**config.mk**
```make
export PLATFORM = sky130hd
export DESIGN_NAME = uart_cmd_bridge
export DESIGN_NICKNAME = d
export VERILOG_FILES = /design/src/uart_frame_pkg.sv /design/src/uart_cmd_pkg.sv /design/src/uart_cmd_bridge.sv /design/src/uart_cmd_fsm.sv /design/src/uart_rx_frame.sv /design/src/uart_tx_frame.sv /design/src/uart_baud_gen.sv
export SDC_FILE = /design/constraint.sdc
export NUM_CORES = 1
export LEC_CHECK = 0
export ABC_CLOCK_PERIOD_IN_PS = 3800
export BUFFER_PORTS_ARGS = -buffer_cell sky130_fd_sc_hd__buf_2
export CAP_MARGIN = 20
export CELL_PAD_IN_SITES_DETAIL_PLACEMENT = 0
export CELL_PAD_IN_SITES_GLOBAL_PLACEMENT = 1
export CORE_UTILIZATION = 52
export DETAILED_ROUTE_END_ITERATION = 7
export PLACE_DENSITY = 0.83
export SETUP_SLACK_MARGIN = 0.4
export SYNTH_ARGS = -nofsm -noshare
export SYNTH_HDL_FRONTEND = slang
export SYNTH_SLANG_ARGS = --single-unit
```
**constraint.sdc**
```tcl
create_clock -name clk -period 3.8 [get_ports clk]
set_clock_uncertainty 0.1 [all_clocks]
set_input_delay 0.19 -clock clk [delete_from_list [all_inputs] [get_ports clk]]
set_output_delay 0.19 -clock clk [all_outputs]
set_load 0.005 [all_outputs]
```
**src/uart_frame_pkg.sv**
```systemverilog
`default_nettype none

package uart_frame_pkg;

  // ----------------------------------------
  // Line framing
  // ----------------------------------------
  localparam int DATA_BITS = 8;             // Payload bits per frame.
  localparam int IDX_W     = $clog2(DATA_BITS);

  localparam logic START_BIT = 1'b0;        // Also the active edge level.
  localparam logic STOP_BIT  = 1'b1;        // Same as idle line level.

  typedef enum logic [2:0] {
    PH_IDLE,
    PH_START,
    PH_DATA,
    PH_PARITY,
    PH_STOP
  } frame_phase_t;

  // Receiver verdict on one frame.
  typedef struct packed {
    logic [DATA_BITS-1:0] data;
    logic                 par_err;
    logic                 stop_err;
  } rx_result_t;

  // Even parity bit for one payload byte.
  function automatic logic even_parity(input logic [DATA_BITS-1:0] payload);
    return ^payload;
  endfunction

endpackage

`default_nettype wire
```
**src/uart_cmd_pkg.sv**
```systemverilog
`default_nettype none

package uart_cmd_pkg;

  import uart_frame_pkg::*;

  // ----------------------------------------
  // Command word format
  // ----------------------------------------
  localparam int ADDR_BITS = 7;

  typedef enum logic {
    OP_READ  = 1'b0,
    OP_WRITE = 1'b1
  } cmd_op_e;

  typedef struct packed {
    cmd_op_e              op;
    logic [ADDR_BITS-1:0] addr;
    logic [DATA_BITS-1:0] data;             // Goes out as second frame.
  } cmd_wr_t;

  typedef struct packed {
    cmd_op_e              op;
    logic [ADDR_BITS-1:0] addr;
    logic [DATA_BITS-1:0] rsvd;             // Never sent.
  } cmd_rd_t;

  // High byte is common to both views.
  typedef union packed {
    cmd_wr_t wr;
    cmd_rd_t rd;
  } cmd_word_t;

  typedef enum logic [2:0] {
    S_IDLE,
    S_SEND_HI,
    S_GAP,
    S_SEND_LO,
    S_WAIT_REPLY,
    S_RECEIVE,
    S_REPORT
  } seq_state_e;

  typedef struct packed {
    logic [DATA_BITS-1:0] data;
    logic                 err;              // Parity, stop or timeout.
  } read_resp_t;

endpackage

`default_nettype wire

```
**src/uart_cmd_bridge.sv**
```systemverilog
`default_nettype none
`timescale 1ns/10ps

module uart_cmd_bridge
  import uart_frame_pkg::*;
  import uart_cmd_pkg::*;
#(
  parameter int CLKS_PER_BIT      = 434,
  parameter int GAP_BITS          = 16,
  parameter int RESP_TIMEOUT_BITS = 64
) (
  input  wire        clk,
  input  wire        rst_n,
  input  cmd_word_t  cmd,
  input  logic       cmd_vld,
  input  logic       rx,
  output logic       tx,
  output logic       cmd_rdy,
  output logic       read_vld,
  output read_resp_t read_resp
);

  logic                 tx_start;
  logic [DATA_BITS-1:0] tx_byte;
  logic                 tx_done;
  logic                 tx_bit_tick;
  logic                 rx_en;
  logic                 edge_restart;
  logic                 rx_start_seen;
  logic                 rx_done;
  rx_result_t           rx_result;
  logic                 rx_bit_tick;
  logic                 rx_mid_tick;

  uart_cmd_fsm #(
    .GAP_BITS          (GAP_BITS),
    .RESP_TIMEOUT_BITS (RESP_TIMEOUT_BITS)
  ) uart_cmd_fsm_i (
    .clk           (clk),
    .rst_n         (rst_n),
    .cmd           (cmd),
    .cmd_vld       (cmd_vld),
    .cmd_rdy       (cmd_rdy),
    .tx_start      (tx_start),
    .tx_byte       (tx_byte),
    .tx_done       (tx_done),
    .rx_en         (rx_en),
    .rx_start_seen (rx_start_seen),
    .rx_done       (rx_done),
    .rx_result     (rx_result),
    .bit_tick      (rx_bit_tick),
    .read_vld      (read_vld),
    .read_resp     (read_resp)
  );

  uart_baud_gen #(.CLKS_PER_BIT(CLKS_PER_BIT)) tx_baud_i (
    .clk      (clk),
    .rst_n    (rst_n),
    .restart  (tx_start),
    .bit_tick (tx_bit_tick),
    .mid_tick ()
  );

  // Realigned by each frame sent, so gap and timeout count whole bits.
  uart_baud_gen #(.CLKS_PER_BIT(CLKS_PER_BIT)) rx_baud_i (
    .clk      (clk),
    .rst_n    (rst_n),
    .restart  (edge_restart | tx_start),
    .bit_tick (rx_bit_tick),
    .mid_tick (rx_mid_tick)
  );

  uart_tx_frame uart_tx_frame_i (
    .clk      (clk),
    .rst_n    (rst_n),
    .tx_start (tx_start),
    .tx_byte  (tx_byte),
    .bit_tick (tx_bit_tick),
    .tx       (tx),
    .tx_busy  (),
    .tx_done  (tx_done)
  );

  uart_rx_frame uart_rx_frame_i (
    .clk           (clk),
    .rst_n         (rst_n),
    .rx            (rx),
    .rx_en         (rx_en),
    .mid_tick      (rx_mid_tick),
    .edge_restart  (edge_restart),
    .rx_start_seen (rx_start_seen),
    .rx_done       (rx_done),
    .rx_result     (rx_result)
  );

endmodule

`default_nettype wire

```
**src/uart_cmd_fsm.sv**
```systemverilog
`default_nettype none
`timescale 1ns/10ps

module uart_cmd_fsm
  import uart_frame_pkg::*;
  import uart_cmd_pkg::*;
#(
  parameter int GAP_BITS          = 16,
  parameter int RESP_TIMEOUT_BITS = 64
) (
  input  wire                  clk,
  input  wire                  rst_n,
  input  cmd_word_t            cmd,
  input  logic                 cmd_vld,
  output logic                 cmd_rdy,
  output logic                 tx_start,
  output logic [DATA_BITS-1:0] tx_byte,
  input  logic                 tx_done,
  output logic                 rx_en,
  input  logic                 rx_start_seen,
  input  logic                 rx_done,
  input  rx_result_t           rx_result,
  input  logic                 bit_tick,
  output logic                 read_vld,
  output read_resp_t           read_resp
);

  localparam int MAX_BITS = (GAP_BITS > RESP_TIMEOUT_BITS) ? GAP_BITS : RESP_TIMEOUT_BITS;
  localparam int CNT_W    = (MAX_BITS > 1) ? $clog2(MAX_BITS) : 1;

  seq_state_e       state;
  cmd_word_t        cmd_q;
  logic [CNT_W-1:0] bit_cnt;
  logic             accept;
  logic             gap_end;
  logic             timeout;

  assign accept  = cmd_vld && cmd_rdy;
  assign gap_end = (state == S_GAP) && bit_tick && (bit_cnt == CNT_W'(GAP_BITS - 1));
  assign timeout = (state == S_WAIT_REPLY) && bit_tick && !rx_start_seen &&
                   (bit_cnt == CNT_W'(RESP_TIMEOUT_BITS - 1));

  // ----------------------------------------
  // Sequencer
  // ----------------------------------------
  always_ff @(posedge clk or negedge rst_n)
  begin
    if (!rst_n)
    begin
      state    <= S_IDLE;
      tx_start <= 1'b0;
      bit_cnt  <= '0;
    end
    else
    begin
      tx_start <= 1'b0;
      case (state)
        S_IDLE, S_REPORT:
          if (accept)
          begin
            state    <= S_SEND_HI;
            tx_start <= 1'b1;
          end
          else
            state <= S_IDLE;
        S_SEND_HI:
          if (tx_done)
          begin
            bit_cnt <= '0;
            state   <= (cmd_q.wr.op == OP_WRITE) ? S_GAP : S_WAIT_REPLY;
          end
        S_GAP:
          if (gap_end)
          begin
            state    <= S_SEND_LO;
            tx_start <= 1'b1;
          end
          else if (bit_tick)
            bit_cnt <= bit_cnt + 1'b1;
        S_SEND_LO:
          if (tx_done)
            state <= S_IDLE;
        S_WAIT_REPLY:
          if (rx_start_seen)
            state <= S_RECEIVE;
          else if (timeout)
            state <= S_REPORT;
          else if (bit_tick)
            bit_cnt <= bit_cnt + 1'b1;
        S_RECEIVE:
          if (rx_done)
            state <= S_REPORT;
        default:
          state <= S_IDLE;
      endcase
    end
  end

  // Command and result holding.
  always_ff @(posedge clk)
  begin
    if (accept)
      cmd_q <= cmd;
    if (timeout)
    begin
      read_resp.data <= '0;
      read_resp.err  <= 1'b1;
    end
    else if (state == S_RECEIVE && rx_done)
    begin
      read_resp.data <= rx_result.data;
      read_resp.err  <= rx_result.par_err || rx_result.stop_err;
    end
  end

  assign cmd_rdy  = (state == S_IDLE) || (state == S_REPORT);
  assign read_vld = (state == S_REPORT);
  assign rx_en    = (state == S_WAIT_REPLY) || (state == S_RECEIVE);
  assign tx_byte  = (state == S_SEND_LO) ? cmd_q.wr.data : {cmd_q.rd.op, cmd_q.rd.addr};

  a_rdy_after_read : assert property (
    @(posedge clk) disable iff (!rst_n)
    read_vld && !cmd_vld |=> cmd_rdy
  ) else $error("cmd_rdy low after read_vld");

  a_tx_in_send : assert property (
    @(posedge clk) disable iff (!rst_n)
    tx_start |-> (state inside {S_SEND_HI, S_SEND_LO})
  ) else $error("tx_start outside a send state");

endmodule

`default_nettype wire

```
**src/uart_rx_frame.sv**
```systemverilog
`default_nettype none
`timescale 1ns/10ps

module uart_rx_frame
  import uart_frame_pkg::*;
(
  input  wire        clk,
  input  wire        rst_n,
  input  logic       rx,
  input  logic       rx_en,
  input  logic       mid_tick,
  output logic       edge_restart,
  output logic       rx_start_seen,
  output logic       rx_done,
  output rx_result_t rx_result
);

  logic                 rx_meta;
  logic                 rx_sync;
  logic                 rx_prev;
  frame_phase_t         phase;
  logic [IDX_W-1:0]     bit_idx;
  logic [DATA_BITS-1:0] shift;
  logic                 par_bit;

  // ----------------------------------------
  // Input synchronizer
  // ----------------------------------------
  always_ff @(posedge clk or negedge rst_n)
  begin
    if (!rst_n)
    begin
      rx_meta <= STOP_BIT;
      rx_sync <= STOP_BIT;
      rx_prev <= STOP_BIT;
    end
    else
    begin
      rx_meta <= rx;
      rx_sync <= rx_meta;
      rx_prev <= rx_sync;                   // Edge detect stage.
    end
  end

  assign edge_restart  = rx_en && (phase == PH_IDLE) &&
                         (rx_prev == STOP_BIT) && (rx_sync == START_BIT);
  assign rx_start_seen = mid_tick && (phase == PH_START) && (rx_sync == START_BIT);

  // ----------------------------------------
  // Frame walk
  // ----------------------------------------
  always_ff @(posedge clk or negedge rst_n)
  begin
    if (!rst_n)
    begin
      phase   <= PH_IDLE;
      bit_idx <= '0;
      rx_done <= 1'b0;
    end
    else
    begin
      rx_done <= 1'b0;
      if (!rx_en)
        phase <= PH_IDLE;
      else
      begin
        case (phase)
          PH_IDLE:
            if (edge_restart)
              phase <= PH_START;
          PH_START:
            if (mid_tick)
            begin
              bit_idx <= '0;
              phase   <= rx_start_seen ? PH_DATA : PH_IDLE;  // Drop glitches.
            end
          PH_DATA:
            if (mid_tick)
            begin
              if (bit_idx == IDX_W'(DATA_BITS - 1))
                phase <= PH_PARITY;
              else
                bit_idx <= bit_idx + 1'b1;
            end
          PH_PARITY:
            if (mid_tick)
              phase <= PH_STOP;
          default:
            if (mid_tick)
            begin
              phase   <= PH_IDLE;
              rx_done <= 1'b1;
            end
        endcase
      end
    end
  end

  // Sampled data and the verdict.
  always_ff @(posedge clk)
  begin
    if (mid_tick)
    begin
      case (phase)
        PH_DATA:   shift   <= {rx_sync, shift[DATA_BITS-1:1]};
        PH_PARITY: par_bit <= rx_sync;
        PH_STOP:
        begin
          rx_result.data     <= shift;
          rx_result.par_err  <= (even_parity(shift) != par_bit);
          rx_result.stop_err <= (rx_sync != STOP_BIT);
        end
        default: ;
      endcase
    end
  end

endmodule

`default_nettype wire

```
**src/uart_tx_frame.sv**
```systemverilog
`default_nettype none
`timescale 1ns/10ps

module uart_tx_frame
  import uart_frame_pkg::*;
(
  input  wire                  clk,
  input  wire                  rst_n,
  input  logic                 tx_start,
  input  logic [DATA_BITS-1:0] tx_byte,
  input  logic                 bit_tick,
  output logic                 tx,
  output logic                 tx_busy,
  output logic                 tx_done
);

  frame_phase_t         phase;
  logic [IDX_W-1:0]     bit_idx;
  logic [DATA_BITS-1:0] shift;
  logic                 par_bit;

  // ----------------------------------------
  // Frame walk
  // ----------------------------------------
  always_ff @(posedge clk or negedge rst_n)
  begin
    if (!rst_n)
    begin
      phase   <= PH_IDLE;
      bit_idx <= '0;
      tx      <= STOP_BIT;
    end
    else
    begin
      case (phase)
        PH_IDLE:
          if (tx_start)
          begin
            phase   <= PH_START;
            bit_idx <= '0;
            tx      <= START_BIT;
          end
        PH_START:
          if (bit_tick)
          begin
            phase <= PH_DATA;
            tx    <= shift[0];               // LSB first.
          end
        PH_DATA:
          if (bit_tick)
          begin
            if (bit_idx == IDX_W'(DATA_BITS - 1))
            begin
              phase <= PH_PARITY;
              tx    <= par_bit;
            end
            else
            begin
              bit_idx <= bit_idx + 1'b1;
              tx      <= shift[0];
            end
          end
        PH_PARITY:
          if (bit_tick)
          begin
            phase <= PH_STOP;
            tx    <= STOP_BIT;
          end
        default:
          if (bit_tick)
            phase <= PH_IDLE;               // Line stays at stop level.
      endcase
    end
  end

  // Payload path.
  always_ff @(posedge clk)
  begin
    if (phase == PH_IDLE && tx_start)
    begin
      shift   <= tx_byte;
      par_bit <= even_parity(tx_byte);
    end
    else if (bit_tick && (phase == PH_START || phase == PH_DATA))
      shift <= shift >> 1;
  end

  assign tx_busy = (phase != PH_IDLE);
  assign tx_done = bit_tick && (phase == PH_STOP);

  a_no_start_busy : assert property (
    @(posedge clk) disable iff (!rst_n)
    tx_start |-> !tx_busy
  ) else $error("tx_start while a frame is in flight");

endmodule

`default_nettype wire

```
**src/uart_baud_gen.sv**
```systemverilog
`default_nettype none
`timescale 1ns/10ps

module uart_baud_gen #(
  parameter int CLKS_PER_BIT = 434
) (
  input  wire  clk,
  input  wire  rst_n,
  input  logic restart,
  output logic bit_tick,
  output logic mid_tick
);

  localparam int CNT_W = $clog2(CLKS_PER_BIT);

  logic [CNT_W-1:0] cnt;

  always_ff @(posedge clk or negedge rst_n)
  begin
    if (!rst_n)
      cnt <= '0;
    else if (restart)
      cnt <= '0;                            // Realign to a new frame.
    else if (cnt == CNT_W'(CLKS_PER_BIT - 1))
      cnt <= '0;
    else
      cnt <= cnt + 1'b1;
  end

  assign bit_tick = (cnt == CNT_W'(CLKS_PER_BIT - 1));
  assign mid_tick = (cnt == CNT_W'(CLKS_PER_BIT / 2 - 1));

  a_ticks_apart : assert property (
    @(posedge clk) disable iff (!rst_n)
    !(bit_tick && mid_tick)
  ) else $error("bit and mid tick in the same cycle");

endmodule

`default_nettype wire

```
==> results by group <==
Status
  – Outcome: finished, final reports clean

Placement
  – Final GP Congestion: 0.8379
  – Placed Area: 4822 µm²
  – DP Wirelength: 5870 µm
  – Placed insts: 525
  – Number of buffers inserted by port buffering: 31
  – Setup WS pre-CTS: 1.329 ns

Worst setup path
  – Critical Path Slowest Stage Cell: nor4_4
  – Critical path required time: 3.94 ns
  – Critical-path cell list: inv_1 > ha_1 > and4bb_2 > nand2_1 > nor4_4 > or2_4 > o21ai_0
  – R2R Path End: uart_cmd_fsm_i.bit_cnt[1]
  – Reg2reg start: rx_baud_i.cnt[1]
  – CP Class: flip-flop to flip-flop
  – CP max stage delay: 0.82 ns
  – Reg2reg setup slack: 1.35 ns
  – Crit Path Max Fanout: 16
  – Arrival time at the worst endpoint: 2.59 ns
  – R2R cell count: 7
  – CP Capture Type: flip-flop
  – Crit start category: flip-flop

Finish
  – Combined flip-flop and latch cell area: 2633 µm²
  – Fill count: 681
  – Final non-filler cell total: 560
  – N_diodes: 0
  – Final core occ: 62.65%
  – Multi-input gate area: 1854 µm²
  – Share of cells above drive strength 1: 14.95%
  – P&R area growth vs syn: 14.70%
  – Nets@finish: 480
  – Fin area: 5251 µm²

CTS
  – CTS Buf Count: 9
  – CTS H-tree depth: 3
  – Worst-skew pair later-pin latency: 0.36 ns
  – Clk sinks: 98
  – Post-CTS Setup Bufs: 0
  – Hold buffers post-CTS: 18
  – CTS max path bufs: 2
  – Worst-path clk slew: 0.09 ns
  – Post-CTS sizing: 0
  – Clock root buffer: clkbuf_8
  – CTS tree: built

Timing
  – Fin crit share: 64.54%
  – Setup-failing EPs final: 0
  – Setup TNS: 0 ns
  – Normalized max-slew margin: 42.25%
  – Final count of pins violating max slew: 0
  – Tightest Pin Transition: 0.8598 ns
  – RSZ-0062 raised after global routing: false
  – Min Tclk post-route: 2.453 ns
  – Fin. Hold Viols: 0
  – Setup ws final: 1.347 ns
  – Fmax: 0.4077 GHz

Synthesis
  – Cell area after synthesis: 4578 µm²
  – Cells after Synth: 399
  – Post-synth top area share: 28.86%
  – Synth top area cells: edfxtp_1 29%, dfrtp_1 22%, xnor2_1 5.0%, nor2_1 4.7%, dfxtp_1 3.9%
  – Yosys top cell by area: edfxtp_1
  – Asr flop ratio synth: 45.92%
  – Syn Area/Cell: 11.47 µm²
  – Dominant synthesized flop cell: edfxtp_1
  – Sequential area share after synthesis: 57.50%
  – Seq cells post-synth: 98
  – Cell variety after synth: 59
  – Warnings from Yosys: 0
  – Post-synth EDFFs: 44
  – Syn_nets: 429

Floorplanning
  – Initial Util: 54.62%
  – # rows: 33
  – Die height: 95.83 µm
  – Die area: 9183 µm²
  – I/O pin count: 32
  – Die W: 95.83 µm
  – Core Box Area: 8382 µm²

Route
  – DRC viols: 0
  – Wirelength, routed: 8804 µm
  – Initial DRT Pass Iterations: 4
  – Routed via count: 3154
  – Post-DRT Antenna Nets: 0
  – Initial DRC count: 150
  – Vias per inst: 5.632
  – DR WL/cell: 15.72 µm

GRT
  – Pin count of the biggest net entering global routing: 46
  – Number of global-route vias before repair: 3006
  – Global-route usage over all layers: 21.27%
  – Initial antenna violation count: 0
  – First-pass GRT wire length: 14610 µm
  – Global route total overflow: 0

Flow run
  – Max Cap Violations: 0

Power
  – Power Density: 355.8 nW/µm²
  – Leakage: 2.215 nW
  – VDD IR max: 0.0001986 V

Worst hold path
  – Hold Path Class: input port to asynchronous set/reset pin
cell type report:
class	count	area share, %
clock buffer	11	3.097
clock inverter	5	1.120
inverter	9	0.6433
multi-input combinational	280	35.31
sequential	98	50.13
tap	105	2.502
timing repair buffer	52	7.196
power breakdown:
group	internal, mW	total [mW]	switching [mW]
logic	0.0220	0.0382	0.0161
registers	1.10	1.10	0.00109
clock network	0.364	0.725	0.362
total	1.49	1.87	0.379
worst max-delay path, delay by kind of cell (launching register included):
family          cells  cell delay [ns]
compound gates      1             0.10
fa+ha+maj           1             0.14
simple gates        4             1.51
buf+inv             1             0.09
flops               1             0.40
sequential cells by signal (all words and copies together) (netlist names), 6 cells and up:
| name | count |
|---|---|
| uart_rx_frame_i.rx_result | 10 |
| rx_baud_i.cnt | 9 |
| uart_cmd_fsm_i.cmd_q | 16 |
| uart_cmd_fsm_i.bit_cnt | 6 |
| tx_baud_i.cnt | 9 |
| uart_cmd_fsm_i.read_resp | 9 |
| uart_tx_frame_i.shift | 8 |
| uart_rx_frame_i.shift | 8 |
through the flow:
stage | total power [mW] | hold WS, ns
finish | 1.869 | 0.2441
global route | 1.932 | 0.2703
CTS | 1.876 | 0.2615
detailed placement | 1.148 | 0.1986
global placement | 1.147 | 0.1946
floorplan | 1.128 | -0.2056
cell usage after synthesis, types with 9 or more instances:
| master | count |
|---|---|
| a21oi_1 | 13 |
| mux2i_1 | 16 |
| dfxtp_1 | 9 |
| xnor2_1 | 26 |
| xor2_1 | 11 |
| dfrtp_1 | 41 |
| edfxtp_1 | 44 |
| nand3_1 | 14 |
| nand2_1 | 30 |
| ha_1 | 10 |
| nor2_1 | 57 |
| o21ai_0 | 19 |
| inv_1 | 9 |
layout by cell type (no fill, tap or decap), drive strengths merged, types with 3 or more instances in the layout:
| cell type | n |
|---|---|
| nand2 | 30 |
| a21oi | 13 |
| o21ai | 19 |
| buf | 34 |
| o41ai | 4 |
| dfrtp | 41 |
| nor3 | 8 |
| or2 | 3 |
| dfstp | 4 |
| clkbuf | 11 |
| and3 | 5 |
| nand4b | 4 |
| nor2 | 57 |
| nor4 | 7 |
| a22o | 4 |
| nor2b | 4 |
| mux2i | 16 |
| nand3 | 14 |
| xnor2 | 26 |
| a21o | 3 |
| inv | 10 |
| o31ai | 4 |
| nand2b | 5 |
| xor2 | 12 |
| dfxtp | 9 |
| ha | 10 |
| dlygate4sd3 | 18 |
| edfxtp | 44 |
routing by layer:
layer,wire (µm),track usage [%]
met4,174,6.841
met3,369,6.319
met1,4151,29.18
met2,4108,32.44
met5,0,0
cells by family after synthesis:
kind of cell    synth area share [%]
simple gates                   17.74
compound gates                 8.609
mux                            3.990
buf+inv                        1.995
fa+ha+maj                      2.733
flops                          57.50
xor+xnor                       7.434
worst max path at each step:
| stage | start | slack (ns) | endpoint |
|---|---|---|---|
| global route | rx_baud_i.cnt[1] | 1.17 | uart_cmd_fsm_i.bit_cnt[1] |
| global placement | uart_cmd_fsm_i.state[2] | 1.44 | uart_cmd_fsm_i.bit_cnt[3] |
| floorplan | rx_baud_i.cnt[0] | 1.51 | uart_rx_frame_i.rx_result[0] |
| finish | rx_baud_i.cnt[1] | 1.35 | uart_cmd_fsm_i.bit_cnt[1] |
| detailed placement | rx_baud_i.cnt[1] | 1.33 | uart_cmd_fsm_i.bit_cnt[1] |
| CTS | rx_baud_i.cnt[1] | 1.30 | uart_cmd_fsm_i.bit_cnt[1] |
No activity file was read; power rests on OpenSTA's default activity.
